$ cat config.mk
export PLATFORM = sky130hd
export DESIGN_NAME = i8008_top
export DESIGN_NICKNAME = d
export VERILOG_FILES = /design/src/design/i8008_pkg.sv /design/src/design/exec_if.sv /design/src/design/alu.sv /design/src/design/cycle_sequencer.sv /design/src/design/exec_unit.sv /design/src/design/i8008_top.sv /design/src/design/pc_unit.sv /design/src/design/reg_file.sv
export SDC_FILE = /design/constraint.sdc
export NUM_CORES = 1
export LEC_CHECK = 0
export CAP_MARGIN = 20
export CORE_ASPECT_RATIO = 0.7
export CORE_UTILIZATION = 42
export DETAILED_ROUTE_END_ITERATION = 6
export DONT_BUFFER_PORTS = 1
export SLEW_MARGIN = 30
export SYNTH_ARGS = -nofsm -noshare
export SYNTH_HDL_FRONTEND = slang
export SYNTH_SLANG_ARGS = --single-unit
$ cat constraint.sdc
create_clock -name clk -period 5.5 [get_ports clk]
set_input_delay 0.275 -clock clk [delete_from_list [all_inputs] [get_ports clk]]
set_output_delay 0.275 -clock clk [all_outputs]
set_load 0.02 [all_outputs]
$ cat src/design/i8008_pkg.sv
package i8008_pkg;

  localparam int ADDR_WIDTH = 14;

  // Timing states of one machine cycle
  typedef enum logic [2:0] {
    T1      = 3'd0,
    T2      = 3'd1,
    WAIT    = 3'd2,
    T3      = 3'd3,
    T4      = 3'd4,
    T5      = 3'd5,
    STOPPED = 3'd6
  } state_t;

  typedef enum logic [1:0] {
    CYCLE1 = 2'd0,
    CYCLE2 = 2'd1,
    CYCLE3 = 2'd2  // Encoding only
  } cycle_t;

  // Sent in bits 7:6 of the high address byte
  typedef enum logic [1:0] {
    PCI = 2'b00,
    PCC = 2'b01,
    PCR = 2'b10,
    PCW = 2'b11
  } cycle_type_t;

  // Same as instruction bits 5:3 of the ALU group
  typedef enum logic [2:0] {
    ALU_ADD = 3'd0,
    ALU_ADC = 3'd1,
    ALU_SUB = 3'd2,
    ALU_SBB = 3'd3,
    ALU_AND = 3'd4,
    ALU_XOR = 3'd5,
    ALU_OR  = 3'd6,
    ALU_CMP = 3'd7
  } alu_op_t;

  typedef enum logic [2:0] {
    ROT_RLC = 3'd0,  // Rotates match instruction bits 5:3
    ROT_RRC = 3'd1,
    ROT_RAL = 3'd2,
    ROT_RAR = 3'd3,
    ROT_INC = 3'd4,
    ROT_DEC = 3'd5
  } rot_op_t;

  typedef enum logic [2:0] {
    REG_A = 3'd0,
    REG_B = 3'd1,
    REG_C = 3'd2,
    REG_D = 3'd3,
    REG_E = 3'd4,
    REG_H = 3'd5,
    REG_L = 3'd6,
    REG_M = 3'd7
  } reg_sel_t;

  // Internal data bus sources
  typedef enum logic [1:0] {
    BUS_DIN  = 2'd0,
    BUS_REG  = 2'd1,
    BUS_TMPB = 2'd2,
    BUS_ALU  = 2'd3
  } bus_src_t;

  // Opcode bases with their field bits cleared
  localparam logic [7:0] OP_LRR = 8'hC0;  // 11 DDD SSS
  localparam logic [7:0] OP_LMR = 8'hF8;  // 11 111 SSS
  localparam logic [7:0] OP_LRI = 8'h06;  // 00 DDD 110
  localparam logic [7:0] OP_ALU = 8'h80;  // 10 PPP SSS
  localparam logic [7:0] OP_INR = 8'h00;  // 00 DDD 000
  localparam logic [7:0] OP_DCR = 8'h01;  // 00 DDD 001
  localparam logic [7:0] OP_ROT = 8'h02;  // 00 0RR 010
  localparam logic [7:0] OP_HLT = 8'hFF;  // 0000000X halts as well

  localparam logic [7:0] MASK_DST = 8'hC7;
  localparam logic [7:0] MASK_SRC = 8'hF8;
  localparam logic [7:0] MASK_ROT = 8'hE7;

endpackage

$ cat src/design/exec_if.sv
`timescale 1ns/10ps

interface exec_if import i8008_pkg::*; ();

  reg_sel_t   rd_sel;
  reg_sel_t   wr_sel;
  logic       reg_we;
  logic       a_we;
  logic       b_we;
  bus_src_t   bus_src;
  logic       use_rot;  // Single-operand path of the ALU
  alu_op_t    alu_op;
  rot_op_t    rot_op;
  logic       flag_we;
  logic [7:0] din;      // Byte latched from d_in at T3
  logic [7:0] result;   // Internal bus byte

  modport seq (output rd_sel, wr_sel, reg_we, a_we, b_we, bus_src, use_rot,
               output alu_op, rot_op, flag_we, din, input result);

  modport exec (input rd_sel, wr_sel, reg_we, a_we, b_we, bus_src, use_rot,
                input alu_op, rot_op, flag_we, din, output result);

endinterface

$ cat src/design/alu.sv
`timescale 1ns/10ps

module alu import i8008_pkg::*; (
  input  logic       clk,
  input  logic       rst,
  input  logic [7:0] a,
  input  logic [7:0] b,
  input  logic       use_rot,
  input  alu_op_t    alu_op,
  input  rot_op_t    rot_op,
  input  logic       flag_we,
  output logic [7:0] y,
  output logic       carry
);

  logic       cin;
  logic [8:0] sum;
  logic [8:0] diff;
  logic       carry_next;

  // Carry only enters ADC and SBB
  assign cin  = carry & (alu_op == ALU_ADC || alu_op == ALU_SBB);
  assign sum  = {1'b0, a} + {1'b0, b} + {8'd0, cin};
  assign diff = {1'b0, a} - {1'b0, b} - {8'd0, cin};  // Bit 8 is the borrow

  always_comb begin
    y = a;
    carry_next = carry;
    if (use_rot) begin
      case (rot_op)
        ROT_INC: y = a + 8'd1;  // Carry untouched
        ROT_DEC: y = a - 8'd1;
        ROT_RLC: begin
          y = {a[6:0], a[7]};
          carry_next = a[7];
        end
        ROT_RRC: begin
          y = {a[0], a[7:1]};
          carry_next = a[0];
        end
        ROT_RAL: begin
          y = {a[6:0], carry};  // Through the carry
          carry_next = a[7];
        end
        ROT_RAR: begin
          y = {carry, a[7:1]};
          carry_next = a[0];
        end
        default: y = a;
      endcase
    end else begin
      case (alu_op)
        ALU_ADD, ALU_ADC: begin
          y = sum[7:0];
          carry_next = sum[8];
        end
        ALU_SUB, ALU_SBB: begin
          y = diff[7:0];
          carry_next = diff[8];
        end
        ALU_AND: begin
          y = a & b;
          carry_next = 1'b0;
        end
        ALU_XOR: begin
          y = a ^ b;
          carry_next = 1'b0;
        end
        ALU_OR: begin
          y = a | b;
          carry_next = 1'b0;
        end
        ALU_CMP: carry_next = diff[8];  // y stays a
      endcase
    end
  end

  always_ff @(posedge clk) begin
    if (rst) begin
      carry <= 1'b0;
    end else if (flag_we) begin
      carry <= carry_next;
    end
  end

endmodule

$ cat src/design/cycle_sequencer.sv
`timescale 1ns/10ps

module cycle_sequencer import i8008_pkg::*; #(
  parameter int READY_SYNC_STAGES = 2
) (
  input  logic        clk,
  input  logic        rst,
  input  logic [7:0]  d_in,
  input  logic        ready,
  input  logic [7:0]  addr_byte,
  output logic [7:0]  d_out,
  output logic        sync,
  output state_t      state,
  output logic        pc_inc,
  output logic        pc_hi_sel,
  output cycle_type_t cyc_type,
  exec_if.seq         ex
);

  logic [READY_SYNC_STAGES-1:0] ready_sync;
  logic       ready_s;
  logic [7:0] ir;
  logic [7:0] opc;     // Opcode being decoded
  logic [7:0] din_q;
  cycle_t     cycle;
  state_t     next_state;
  cycle_t     next_cycle;
  logic       wr_cyc;
  reg_sel_t   ddd;
  reg_sel_t   sss;
  logic       is_lrr, is_lmr, is_lri, is_alu, is_inr, is_dcr, is_rot, is_hlt;

  always_ff @(posedge clk) begin
    if (rst) begin
      ready_sync <= '0;
    end else begin
      ready_sync[0] <= ready;
      for (int i = 1; i < READY_SYNC_STAGES; i++) begin
        ready_sync[i] <= ready_sync[i-1];
      end
    end
  end

  assign ready_s = ready_sync[READY_SYNC_STAGES-1];

  // At T3 of cycle 1 the opcode is still on d_in
  assign opc = (state == T3 && cycle == CYCLE1) ? d_in : ir;
  assign ddd = reg_sel_t'(opc[5:3]);
  assign sss = reg_sel_t'(opc[2:0]);

  assign is_hlt = opc == OP_HLT || opc[7:1] == 7'd0;
  assign is_lmr = (opc & MASK_SRC) == OP_LMR && sss != REG_M;
  assign is_lrr = opc[7:6] == OP_LRR[7:6] && ddd != REG_M && sss != REG_M;
  assign is_alu = opc[7:6] == OP_ALU[7:6] && sss != REG_M;
  assign is_lri = (opc & MASK_DST) == OP_LRI && ddd != REG_M;
  assign is_inr = (opc & MASK_DST) == OP_INR && ddd != REG_A && ddd != REG_M;
  assign is_dcr = (opc & MASK_DST) == OP_DCR && ddd != REG_A && ddd != REG_M;
  assign is_rot = (opc & MASK_ROT) == OP_ROT;

  assign wr_cyc    = cycle == CYCLE2 && is_lmr;
  assign cyc_type  = (cycle == CYCLE1) ? PCI : (is_lmr ? PCW : PCR);
  assign pc_hi_sel = state == T2;
  assign pc_inc    = state == T2 && !wr_cyc;  // Fetch or immediate read

  always_comb begin
    next_state = state;
    next_cycle = cycle;
    case (state)
      T1: next_state = T2;
      T2, WAIT: next_state = ready_s ? T3 : WAIT;
      T3: begin
        if (cycle != CYCLE1) begin
          next_state = is_lmr ? T1 : T4;  // Store done, or LrI goes on
          next_cycle = is_lmr ? CYCLE1 : CYCLE2;
        end else if (is_hlt) begin
          next_state = STOPPED;
        end else if (is_lri) begin
          next_state = T1;
          next_cycle = CYCLE2;
        end else if (is_lrr || is_lmr || is_alu || is_inr || is_dcr || is_rot) begin
          next_state = T4;
        end else begin
          next_state = T1;  // Unkept opcode
        end
      end
      T4: begin
        if (cycle == CYCLE1 && is_lmr) begin
          next_state = T1;
          next_cycle = CYCLE2;
        end else begin
          next_state = T5;
        end
      end
      T5: begin
        next_state = T1;
        next_cycle = CYCLE1;
      end
      STOPPED: next_state = STOPPED;  // Left only by reset
      default: begin
        next_state = T1;
        next_cycle = CYCLE1;
      end
    endcase
  end

  always_ff @(posedge clk) begin
    if (rst) begin
      state <= T1;
      cycle <= CYCLE1;
      sync  <= 1'b0;
      ir    <= 8'h00;
    end else begin
      state <= next_state;
      cycle <= next_cycle;
      sync  <= next_state == T1;
      if (state == T3 && cycle == CYCLE1) begin
        ir <= d_in;
      end
    end
  end

  always_ff @(posedge clk) begin
    if (state == T3 && !wr_cyc) begin
      din_q <= d_in;
    end
  end

  assign ex.din = din_q;

  always_comb begin
    ex.rd_sel  = REG_A;
    ex.wr_sel  = ddd;
    ex.reg_we  = 1'b0;
    ex.a_we    = 1'b0;
    ex.b_we    = 1'b0;
    ex.bus_src = BUS_DIN;
    ex.use_rot = 1'b0;
    ex.alu_op  = alu_op_t'(opc[5:3]);
    ex.rot_op  = rot_op_t'(opc[5:3]);
    ex.flag_we = 1'b0;
    case (state)
      T1: begin
        if (wr_cyc) begin
          ex.rd_sel  = REG_L;
          ex.bus_src = BUS_REG;
        end
      end
      T2: begin
        if (wr_cyc) begin
          ex.rd_sel  = REG_H;
          ex.bus_src = BUS_REG;
        end
      end
      T3: begin
        if (wr_cyc) begin
          ex.bus_src = BUS_TMPB;  // Store data
        end else if (cycle == CYCLE1) begin
          ex.bus_src = BUS_REG;   // Accumulator into temp A
          ex.a_we    = 1'b1;
        end
      end
      T4: begin
        if (cycle == CYCLE1 && (is_inr || is_dcr)) begin
          ex.rd_sel  = ddd;
          ex.bus_src = BUS_REG;
          ex.a_we    = 1'b1;
        end else if (cycle == CYCLE1 && (is_lrr || is_alu || is_lmr)) begin
          ex.rd_sel  = sss;
          ex.bus_src = BUS_REG;
          ex.b_we    = 1'b1;
        end
      end
      T5: begin
        if (cycle == CYCLE2) begin
          ex.reg_we = 1'b1;  // LrI operand
        end else if (is_lrr) begin
          ex.bus_src = BUS_TMPB;
          ex.reg_we  = 1'b1;
        end else if (is_alu || is_rot) begin
          ex.use_rot = is_rot;
          ex.bus_src = BUS_ALU;
          ex.wr_sel  = REG_A;
          ex.reg_we  = 1'b1;
          ex.flag_we = 1'b1;
        end else if (is_inr || is_dcr) begin
          ex.use_rot = 1'b1;
          ex.rot_op  = is_inr ? ROT_INC : ROT_DEC;
          ex.bus_src = BUS_ALU;
          ex.reg_we  = 1'b1;
        end
      end
      default: ;
    endcase
  end

  // Write cycles put H:L and the data on d_out instead of the PC
  always_comb begin
    case (state)
      T1: d_out = wr_cyc ? ex.result : addr_byte;
      T2: d_out = wr_cyc ? {PCW, ex.result[5:0]} : addr_byte;
      T3: d_out = wr_cyc ? ex.result : 8'h00;
      default: d_out = 8'h00;
    endcase
  end

  assert property (@(posedge clk) disable iff (rst)
    state inside {T1, T2, WAIT, T3, T4, T5, STOPPED})
    else $error("cycle_sequencer: illegal state encoding");

endmodule

$ cat src/design/exec_unit.sv
`timescale 1ns/10ps

module exec_unit import i8008_pkg::*; (
  input logic  clk,
  input logic  rst,
  exec_if.exec ex
);

  logic [7:0] tmp_a;    // Accumulator or INr/DCr/rotate target
  logic [7:0] tmp_b;    // Source register or store data
  logic [7:0] rd_data;
  logic [7:0] alu_y;
  logic [7:0] bus;

  always_ff @(posedge clk) begin
    if (ex.a_we) begin
      tmp_a <= bus;
    end
    if (ex.b_we) begin
      tmp_b <= bus;
    end
  end

  always_comb begin
    case (ex.bus_src)
      BUS_DIN:  bus = ex.din;
      BUS_REG:  bus = rd_data;
      BUS_TMPB: bus = tmp_b;
      BUS_ALU:  bus = alu_y;
    endcase
  end

  assign ex.result = bus;

  reg_file rf_i (
    .clk,
    .rst,
    .we      (ex.reg_we),
    .wr_sel  (ex.wr_sel),
    .rd_sel  (ex.rd_sel),
    .wr_data (bus),
    .rd_data (rd_data)
  );

  alu alu_i (
    .clk,
    .rst,
    .a       (tmp_a),
    .b       (tmp_b),
    .use_rot (ex.use_rot),
    .alu_op  (ex.alu_op),
    .rot_op  (ex.rot_op),
    .flag_we (ex.flag_we),
    .y       (alu_y),
    .carry   ()
  );

endmodule

$ cat src/design/i8008_top.sv
`timescale 1ns/10ps

module i8008_top import i8008_pkg::*; #(
  parameter int READY_SYNC_STAGES = 2
) (
  input  logic       clk,
  input  logic       rst,
  input  logic [7:0] d_in,
  input  logic       ready,
  output logic [7:0] d_out,
  output logic       sync,
  output state_t     state
);

  logic [7:0]  addr_byte;
  logic        pc_inc;
  logic        pc_hi_sel;
  cycle_type_t cyc_type;

  exec_if ex_if ();

  cycle_sequencer #(
    .READY_SYNC_STAGES (READY_SYNC_STAGES)
  ) seq_i (
    .clk,
    .rst,
    .d_in,
    .ready,
    .addr_byte,
    .d_out,
    .sync,
    .state,
    .pc_inc,
    .pc_hi_sel,
    .cyc_type,
    .ex        (ex_if.seq)
  );

  pc_unit pc_i (
    .clk,
    .rst,
    .inc       (pc_inc),
    .hi_sel    (pc_hi_sel),
    .cyc_type,
    .addr_byte
  );

  exec_unit exec_i (
    .clk,
    .rst,
    .ex  (ex_if.exec)
  );

endmodule

$ cat src/design/pc_unit.sv
`timescale 1ns/10ps

module pc_unit import i8008_pkg::*; (
  input  logic        clk,
  input  logic        rst,
  input  logic        inc,
  input  logic        hi_sel,
  input  cycle_type_t cyc_type,
  output logic [7:0]  addr_byte
);

  logic [ADDR_WIDTH-1:0] pc;

  always_ff @(posedge clk) begin
    if (rst) begin
      pc <= '0;
    end else if (inc) begin
      pc <= pc + 1'b1;  // Wraps at the top of the 16 KB space
    end
  end

  // High byte carries the cycle type above PC bits 13:8
  always_comb begin
    if (hi_sel) begin
      addr_byte = {cyc_type, pc[ADDR_WIDTH-1:8]};
    end else begin
      addr_byte = pc[7:0];
    end
  end

  // Increment only at T2, where the high byte is out and the state lasts one clock
  assert property (@(posedge clk) disable iff (rst)
    inc |-> hi_sel ##1 !inc)
    else $error("pc_unit: increment outside T2");

endmodule

$ cat src/design/reg_file.sv
`timescale 1ns/10ps

module reg_file import i8008_pkg::*; (
  input  logic       clk,
  input  logic       rst,
  input  logic       we,
  input  reg_sel_t   wr_sel,
  input  reg_sel_t   rd_sel,
  input  logic [7:0] wr_data,
  output logic [7:0] rd_data
);

  logic [7:0] regs [7];  // A, B, C, D, E, H, L

  always_ff @(posedge clk) begin
    if (rst) begin
      for (int i = 0; i < 7; i++) begin
        regs[i] <= 8'h00;
      end
    end else if (we && wr_sel != REG_M) begin
      regs[wr_sel] <= wr_data;
    end
  end

  // M has no storage here
  assign rd_data = (rd_sel == REG_M) ? 8'h00 : regs[rd_sel];

  assert property (@(posedge clk) disable iff (rst)
    we |-> wr_sel != REG_M)
    else $error("reg_file: write with selection M");

endmodule

# Word-level counts from Yosys, hierarchy flattened
# Memory sizes are Yosys's and may differ from the RTL's.
# Cells that the tools add are included.
[word_totals]
ram_bits = 56
mem_count = 1
output_inout_bits = 12
regBits = 55
word_cells = 194
[op_classes]
n_bitwise = 5
addsub = 7
reduce_logical = 51
muxes = 83
n_eq_ne = 37
[mem_list]
columns = ["name", "words", "width", "rd", "rd_clocked_by_memory_dff", "write_ports", "line_no", "source"]
rows = [
  ["exec_i.rf_i.regs", 7, 8, 1, 0, 7, "reg_file.sv:13", "logic [7:0] regs [7];"],
]
[op_table]
columns = ["operator", "count"]
rows = [
  ["2-to-1 mux 8 bit", 8],
  ["2-to-1 mux 3 bit", 20],
  ["one-hot mux 8 bit (6 select lines)", 1],
  ["one-hot mux 8 bit (5 select lines)", 1],
  ["2-to-1 mux 1 bit", 33],
  ["one-hot mux 8 bit (4 select lines)", 1],
  ["== test 3 bit (second input constant)", 10],
  ["one-hot mux 8 bit (3 select lines)", 1],
  ["2-to-1 mux 2 bit", 11],
  ["== test 3 x 2 -> 1 bit (second input constant)", 6],
  ["logical AND 1 bit", 17],
  ["inequality test 3 bit (second input constant)", 5],
  ["one-hot mux 3 bit (5 select lines)", 1],
  ["adder 14 x 1 -> 14 bit (second input constant)", 1],
  ["logical NOT 3 bit", 4],
  ["OR reduction 2 bit", 6],
  ["logical OR 1 bit", 11],
  ["adder 8 x 8 -> 9 bit", 1],
  ["adder 9 x 1 -> 9 bit", 1],
  ["== test 3 x 1 -> 1 bit (second input constant)", 3],
  ["one-hot mux 3 bit (3 select lines)", 1],
  ["subtractor 8 x 8 -> 9 bit", 1],
  ["subtractor 9 x 1 -> 9 bit", 1],
  ["adder 8 x 1 -> 8 bit (second input constant)", 1],
  ["other kinds (30)", 37],
]

# Logic depth before layout (Yosys ltp)
# Gate-level depths: netlist of run 1.
[depth]
word_depth = 18
mapped_depth = 21

# Hierarchy
# From an unflattened synthesis of run 1, not the netlist that was laid out.
[unflattened]
hier_cells = 837
hier_area_um2 = 8084.0
[modules_own_cells]
columns = ["module", "instances", "seq_area_each_um2", "cells_per_inst", "area_each_um2"]
rows = [
  ["reg_file", 1, 1781.7, 234, 2880.3],
  ["alu", 1, 20.0, 290, 2005.7],
  ["cycle_sequencer", 1, 540.5, 203, 1769.2],
  ["pc_unit", 1, 280.3, 84, 752.0],
  ["exec_unit", 1, 480.5, 26, 676.9],
]

# Worst setup path before layout of run 1
# No wires, ideal clock.
[synth_path]
path_kind = "reg-to-output"
start = "register seq_i.state[2]"
end = "output port d_out[6]"
path_stages_with_launch = 18
t_required_ns = 5.225
path_slack_ns = 0.798
n_path_buf = 4
arrival_ns = 4.427
cell_sequence = "dfxtp_1 > buf_6 > nand4bb_1 > buf_2 > buf_6 > nand4_1 > a21o_1 > clkbuf_1 > o21ai_0 > ha_1 > a211oi_1 > o21bai_1 > a21oi_1 > xnor2_1 > o221a_2 > o31a_1 > a211o_2 > a221o_1"
[synth_between]
elab_chain_len = 18
word_cells_on_any_way = 94
cone_classes = "add/sub: 2; eq/ne: 26; mux: 38; bitwise: 1; reduce/logical: 26; memory: 1"
[synth_lines]
columns = ["element", "line_no", "source"]
rows = [
  ["from (decl)", "cycle_sequencer.sv:13", "output state_t state,"],
  ["from (signal assigned)", "cycle_sequencer.sv:113", "state <= next_state;"],
  ["== test 3 x 2 -> 1 bit", "cycle_sequencer.sv:47, cycle_sequencer.sv:141", ""],
  ["logical AND 1 bit", "cycle_sequencer.sv:47", "assign opc = (state == T3 && cycle == CYCLE1) ? d_in : ir;"],
  ["2-to-1 mux 8 bit", "-", ""],
  ["logical NOT 8 bit (tied with other cells)", "cycle_sequencer.sv:56", "assign is_inr = (opc & MASK_DST) == OP_INR && ddd != REG_A && ddd != REG_M;"],
  ["logical AND 1 bit (on tied branches) (2 in series)", "cycle_sequencer.sv:56, cycle_sequencer.sv:57", ""],
  ["2-to-1 mux 1 bit or logical OR 1 bit (tied branches)", "cycle_sequencer.sv:187, cycle_sequencer.sv:163, cycle_sequencer.sv:185", ""],
  ["2-to-1 mux 3 bit", "cycle_sequencer.sv:185", "end else if (is_inr || is_dcr) begin"],
  ["2-to-1 mux 3 bit", "cycle_sequencer.sv:179", "end else if (is_alu || is_rot) begin"],
  ["[... 2 more ...]", "-", ""],
  ["2-to-1 mux 3 bit", "cycle_sequencer.sv:141", "case (state)"],
  ["== test 3 x 2 -> 1 bit (tied with other cells)", "alu.sv:30", "case (rot_op)"],
  ["one-hot mux 8 bit (6 select lines)", "alu.sv:30", ""],
  ["2-to-1 mux 8 bit", "alu.sv:29", "if (use_rot) begin"],
  ["one-hot mux 8 bit (4 select lines) (*)", "exec_unit.sv:25", "case (ex.bus_src)"],
  ["net ex_if.result[6]", "exec_if.sv:16", "logic [7:0] result;"],
  ["2-to-1 mux 8 bit (on tied branches)", "cycle_sequencer.sv:201, cycle_sequencer.sv:199", ""],
  ["one-hot mux 8 bit (3 select lines) (*)", "cycle_sequencer.sv:198", "case (state)"],
  ["to (decl)", "i8008_top.sv:10", "output logic [7:0] d_out,"],
]
# The timed path passes the listed nets; every way through them passes the cells marked *.

# Worst setup path in the final report of run 1
[layout_path]
start = "register seq_i.cycle[0]"
end = "output port d_out[6]"
[layout_between]
elab_chain_len = 18
word_cells_on_any_way = 91
cone_classes = "add/sub: 2; eq/ne: 23; mux: 39; bitwise: 1; reduce/logical: 25; memory: 1"
[layout_lines]
columns = ["element", "line_no", "source"]
rows = [
  ["from (decl)", "cycle_sequencer.sv:25", "cycle_t cycle;"],
  ["from (signal assigned)", "cycle_sequencer.sv:114", "cycle <= next_cycle;"],
  ["logical NOT 2 bit", "-", ""],
  ["logical AND 1 bit", "cycle_sequencer.sv:47", ""],
  ["2-to-1 mux 8 bit", "-", ""],
  ["logical NOT 8 bit (tied with other cells)", "cycle_sequencer.sv:56", ""],
  ["logical AND 1 bit (on tied branches) (2 in series)", "cycle_sequencer.sv:56, cycle_sequencer.sv:57", ""],
  ["2-to-1 mux 1 bit or logical OR 1 bit (tied branches)", "cycle_sequencer.sv:187, cycle_sequencer.sv:163, cycle_sequencer.sv:185", ""],
  ["2-to-1 mux 3 bit", "cycle_sequencer.sv:185", ""],
  ["2-to-1 mux 3 bit", "cycle_sequencer.sv:179", ""],
  ["[... 2 more ...]", "-", ""],
  ["2-to-1 mux 3 bit", "cycle_sequencer.sv:141", ""],
  ["== test 3 x 2 -> 1 bit (tied with other cells)", "alu.sv:30", ""],
  ["one-hot mux 8 bit (6 select lines)", "alu.sv:30", ""],
  ["2-to-1 mux 8 bit", "alu.sv:29", ""],
  ["one-hot mux 8 bit (4 select lines) (*)", "exec_unit.sv:25", ""],
  ["net ex_if.result[6]", "exec_if.sv:16", ""],
  ["2-to-1 mux 8 bit (on tied branches)", "cycle_sequencer.sv:201, cycle_sequencer.sv:199", ""],
  ["one-hot mux 8 bit (3 select lines) (*)", "cycle_sequencer.sv:198", ""],
]
# Marks and branches as above.

==> results.md, run 1 <==
- Final instance area: approximately 8500 µm²
- Largest net degree at the start of global routing: 28
- Gr ovfl total: 0
- Req. time, crit path: between 5 and 6 ns
- Vias: ~6600
- Post-place instance area: around 8200 µm²
- Max transition margin: 0.384
- Maxcap violations: 0
- Critical Path Sink Type: primary output
- RSZ-0062 raised after global routing: no
- Initial antenna violation count: 0
- Fmax: between 150 and 200 MHz
- CP max FO: 14
- CTS tree: done
- Die height: 117 µm
- DRC Markers: 3
- Worst-margin pin slew: between 0.9 and 1 ns
- H-tree depth: 3
- Crit share post-route: 0.942
- Crit path launch type: register
- Hold Vio Cnt, Final: 0
- # rows: 41
- Final WL: 23.4 mm
- Switching portion of total power: 0.315
- DRT iter0 DRCs: 751
- Place WS: about 0.76 ns
- Post-CTS Setup Inserts: 0
- Initial core utilization: 0.433
- Setup TNS: 0 ns
- Area grow syn2layout: 8.31%
- Power, Total: around 2.2 mW
- Wire per inst: ~22 µm
- Area of the core: between 15000 and 20000 µm²
- Die area: approximately 19000 µm²
- DP Wirelength: 17.3 mm
- Hold Path Class: in -> reg
- Post-Syn Area: approximately 7900 µm²
- Placed cells: between 1000 and 1500
- Die width: approximately 170 µm
- # diodes: 0
- Clock buffer depth: 2
- Critical path class: reg -> out
- Post-synthesis net count: roughly 890
- Placer Congestion: ~0.95
- Clock Sinks: 110
- Synthesized flop and latch total: 110
- Slew Limit Fails: 0
- Gate Count Post-Synth: 841
- Finished Core Util: 0.469
- Clk root buf: clkbuf_16
- Async S/R FF share, synth: 0
- Worst EP arrival: 4.91 ns
- VDD IR max: between 0.00015 and 0.0002 V
- Synth Flop Type: edfxtp_1
- # port buffers: 0
- Leak: between 3 and 4 nW
- Failing checks: design-rule violations
- Vias in the first global route: between 6000 and 7000
- Syn_area_per_cell: 9.38 µm²
- Fin Hold WS: between 0.02 and 0.025 ns
- Status: finished, violations left
- Sequential Power Share: 0.442
- Unique masters post-synth: 96
- Clock transition at path regs: ~0.090 ns
- IO Count: 23
- Final worst slack: about 0.32 ns
- Fraction of layout cells with a size suffix above 1: 0.118
- Vias per cell: just over 6
- Minimum clock period: between 5 and 6 ns
- Worst-Skew Late Latency: approximately 0.35 ns
- GRT Overall Usage: 0.247
- Post_cts resized: 0
- First-pass GRT wire length: 36.3 mm
- Clk pwr share: 0.316
- Post-CTS Hold Buffers: 3
- DRT antenna net count: 0
- Nets: roughly 900
- Final setup violation count: 0
- Internal: between 1 and 1.5 mW
- Register area share after synthesis: 0.370
- Post-synth EDFFs: between 70 and 80
- Warning count from the yosys run: 0
- CTS Buf Count: 9
- First-pass DRT Iterations: 7
- Clk_skew: 0.0145 ns
- Combinational share of power: 0.242
- Non-filler cells, final: approximately 1100
- Pwr Density: roughly 250 nW/µm²
- Switch Pwr: a little under 700 µW
## cell usage in the layout (no fill, tap or decap), drive strengths merged, types with 10 or more instances in the layout
master and n:
nand4 14, o21ai 35, nor2 119, dfxtp 38, nand3 26, a21o 10, xor2 19, clkbuf 10
mux2i 29, nand2 57, mux2 10, o21a 10, a211oi 26, edfxtp 72, ha 37, xnor2 11
a21oi 39, nor3 14, inv 44, nor2b 21, buf 32
## cells in the mapped netlist, types with 10 or more instances
| cell | instances | share of area |
|---|---|---|
| a21oi_1 | 36 | 0.023 |
| buf_2 | 15 | 0.0095 |
| nand3_1 | 25 | 0.016 |
| mux2i_1 | 27 | 0.034 |
| dfxtp_1 | 38 | 0.096 |
| a21o_1 | 10 | 0.0095 |
| nor3_1 | 12 | 0.0076 |
| nor2b_1 | 21 | 0.017 |
| xnor2_1 | 11 | 0.012 |
| nand2_1 | 57 | 0.027 |
| clkbuf_1 | 27 | 0.013 |
| xor2_1 | 19 | 0.021 |
| nand4_1 | 14 | 0.011 |
| inv_1 | 41 | 0.020 |
| ha_1 | 37 | 0.059 |
| nor2_1 | 118 | 0.056 |
| a211oi_1 | 21 | 0.020 |
| edfxtp_1 | 72 | 0.27 |
| o21ai_0 | 32 | 0.020 |
## state kept, by name, indices dropped and copies added (netlist names)
register,cells
exec_i.tmp_a,8
seq_i.sync,1
seq_i.ready_sync,2
seq_i.cycle,1
exec_i.tmp_b,8
pc_i.pc,14
exec_i.rf_i.regs,56
seq_i.ex.din,8
seq_i.ir,8
seq_i.state,3
exec_i.alu_i.carry,1
## worst paths after layout
check	start	end	slack (ns)	cells after the start
max reg2reg	seq_i.cycle[0]$_SDFFE_PP0P_	exec_i.rf_i.regs[3][5]$_SDFFCE_PN0P_	0.79	17
max	seq_i.cycle[0]$_SDFFE_PP0P_	d_out[6]	0.32	14
min reg2reg	seq_i.ready_sync[0]$_SDFF_PP0_	seq_i.ready_sync[1]$_SDFF_PP0_	0.45	1
min	d_in[0]	seq_i.ex.din[0]$_DFFE_PP_	0.02	0
## cell type report
class,instances,area [µm²]
Sequential cell,110,2920
Clock inverter,6,81.3
Timing Repair Buffer,36,293
Fill cell,1759,9670
Clock buffer,10,229
Multi-Input combinational cell,640,4570
Inverter,42,158
Tap cell,236,295
## power groups by stage
stage | combinational [mW] | clock [mW] | sequential [mW]
after floorplan | 0.378 | 0 | 0.959
after global placement | 0.505 | 0 | 0.969
after detailed placement | 0.501 | 0 | 0.970
after CTS | 0.513 | 0.692 | 0.951
after global routing | 0.567 | 0.722 | 0.956
final | 0.522 | 0.682 | 0.952
## critical path, stage by stage (launching register included)
cell and delay [ns]:
dfxtp_1 0.57, nand4bb_1 0.32, mux2_4 0.40, nor2_1 0.16, nand2_1 0.11, fa_1 0.50
fa_1 0.48, o21ai_0 0.27, a211oi_1 0.17, xnor2_1 0.17, a21oi_1 0.08, and4b_1 0.19
o31a_1 0.28, a211o_2 0.40, a221o_1 0.44
## routing by layer
metal,wire length [µm],vias up,track usage
met4,167,0,0.0393
li1,-,3110,-
met5,0,-,0
met2,9520,283,0.364
met1,11900,3181,0.384
met3,1850,15,0.0352
## cell families (layout without fill, tap and decap cells)
| group | count (synthesis) | in the layout | share of synthesized area |
|---|---|---|---|
| XOR/XNOR | 30 | 30 | 0.0333 |
| flip-flops | 110 | 110 | 0.370 |
| AND/OR/NAND/NOR | 319 | 319 | 0.213 |
| buffers and inverters | 91 | 94 | 0.0519 |
| adder cells (fa/ha/maj) | 43 | 43 | 0.0726 |
| AO/OA/AOI/OAI | 203 | 203 | 0.189 |
| multiplexers | 45 | 45 | 0.0706 |
(Power assumes the default switching activity.)
==> run 2: changes to the inputs <==
- CORE_UTILIZATION: 42 -> 40
==> results.md, run 2 (synthesis gave the netlist of run 1 again) <==
- Final worst slack: 0.259 ns (-0.0591 ns)
- # port buffers: 0 (unchanged)
- RSZ-0062 raised after global routing: no
- R2R cell count: 17 (unchanged)
- Final setup violation count: 0 (unchanged)
- Die height: 120 µm (+2.4%)
- Reg area: 2920 µm² (unchanged)
- Fin Hold WS: 0.0183 ns (-0.00605 ns)
- Place WS: 0.599 ns (-0.158 ns)
- DRT antenna net count: 0 (unchanged)
- Area grow syn2layout: 8.33% (about the same)
- Worst EP arrival: 4.97 ns (+0.06 ns)
- Minimum clock period: 5.24 ns (+0.0591 ns)
- Setup TNS: 0 ns (unchanged)
- Clock Sinks: 110 (unchanged)
- Pwr Density: 250 nW/µm² (-0.77%)
- Final WL: 23.7 mm (+1.2%)
- Clk_skew: 0.0133 ns (-0.00114 ns)
- Die width: 170 µm (+2.4%)
- Initial core utilization: 0.412 (-0.0208)
- Number of flip-flops in the largest register: 56 (unchanged)
- Fraction of layout cells with a size suffix above 1: 0.117 (-0.00196)
- Critical Path Sink Type: primary output
- FILL cells: 1871 (+6.4%)
- Largest net degree at the start of global routing: 33 (+18%)
- DP Wirelength: 17.2 mm (-1.1%)
- CTS tree: done
- # rows: 42 (+2.4%)
- Leak: 3.25 nW (-0.76%)
- Vias per cell: 6.02 (-1.4%)
- Wire per inst: 21.4 µm (-1.1%)
- Nets: 889 (-0.34%)
- Hold Path Class: in -> reg
- IO Count: 23 (unchanged)
- Req. time, crit path: 5.22 ns (about the same)
- Clk root buf: clkbuf_16
- Multi-input gate area: 4580 µm² (+0.38%)
- # diodes: 0 (unchanged)
- DRC Markers: 0 (-3)
- GRT Overall Usage: 0.236 (-0.0106)
- Reg with most FFs: exec_i.rf_i.regs
- Crit share post-route: 0.953 (+0.0107)
- Most frequent cells in the layout: 117 x nor2_1, 72 x edfxtp_1, 57 x nand2_1, 41 x inv_1, 38 x dfxtp_1
- Clock buffer depth: 2 (unchanged)
- Area of the core: 19100 µm² (+5.0%)
- HP Start: d_in[4]
- Power, Total: 2.14 mW (-0.76%)
- Crit path launch: seq_i.cycle[0]$_SDFFE_PP0P_
- Hold Vio Cnt, Final: 0 (unchanged)
- Maxcap violations: 0 (unchanged)
- Hold path cells: 0 (unchanged)
- Status: complete, no violations
- Vias: 6650 (+0.93%)
- Gr ovfl total: 0 (unchanged)
- Slew Limit Fails: 0 (unchanged)
- First-pass DRT Iterations: 6 (-1)
- DRT iter0 DRCs: 875 (+17%)
- H-tree depth: 3 (unchanged)
- Initial antenna violation count: 0 (unchanged)
- Worst-margin pin slew: 0.879 ns (-0.0368 ns)
- CP max FO: 15 (+1)
- VDD IR max: 0.000171 V (+2.1%)
- First-pass GRT wire length: 36.5 mm (+0.51%)
- CTS Buf Count: 9 (unchanged)
- Clock transition at path regs: 0.08 ns (about the same)
- Placer Congestion: 0.970 (+2.3%)
- Max transition margin: 0.397 (+0.0134)
- Most common cell after layout, fill and taps aside: nor2_1
- Worst-Skew Late Latency: 0.36 ns (about the same)
- Critical path class: reg -> out
- Finished Core Util: 0.447 (-0.0224)
- Vias in the first global route: 6044 (-0.72%)
- Die area: 20300 µm² (+4.9%)
- Fmax: 191 MHz (-1.1%)
- Crit path launch type: register
- Worst R2R Start: seq_i.cycle[0]$_SDFFE_PP0P_
- Largest regs: exec_i.rf_i.regs x56, pc_i.pc x14
[run 2: cell type report]
cell class	instances	area share
tap	264	0.0386
clock buffer	9	0.0264
multi-input combinational	641	0.536
sequential	110	0.342
timing repair buffer	32	0.0304
clock inverter	7	0.00776
inverter	42	0.0184
[run 2: critical path, stage by stage (launching register included)]
cell       delay [ns]
dfxtp_1          0.62
nand4bb_1        0.32
mux2_4           0.39
nor2_1           0.11
buf_4            0.15
nand2_1          0.10
fa_1             0.49
fa_1             0.47
o21ai_0          0.25
a211oi_1         0.15
xnor2_1          0.16
a21oi_1          0.09
and4b_1          0.19
o31a_1           0.25
a211o_2          0.40
a221o_1          0.45
[run 2: timing repair]
item,in CTS,in global routing
setup endpoints to repair,0,1
gates resized for setup,0,1
hold buffers,2,2
setup buffers,0,0
hold endpoints to repair,32,2
[run 2: routing by layer]
layer  part of all wire  global-route usage  vias to the layer above
met5                  0                   0                        -
met4              0.010              0.0394                        0
met3              0.099              0.0511                       30
met2               0.40               0.320                      354
met1               0.49               0.379                     3162
li1                   -                   -                     3104
[run 2: final timing paths]
path	slack (ns)	end
worst min-delay path	0.02	seq_i.ex.din[4]$_DFFE_PP_
worst min register to register	0.44	seq_i.ready_sync[1]$_SDFF_PP0_
worst max-delay path	0.26	d_out[6]
worst max register to register	0.70	exec_i.rf_i.regs[1][7]$_SDFFCE_PN0P_
[run 2: metrics by stage]
stage	area (µm²)	std cells
final	8550	1105
after global placement	8180	1084
after detailed placement	8180	1084
after CTS	8500	1102
after global routing	8550	1105
after floorplan	7890	841
[run 2: power by group]
group | switching, mW | internal (mW) | leakage [nW]
logic | 0.331 | 0.196 | 2.09
registers | 0.0371 | 0.917 | 1.02
clock network | 0.339 | 0.319 | 0.138
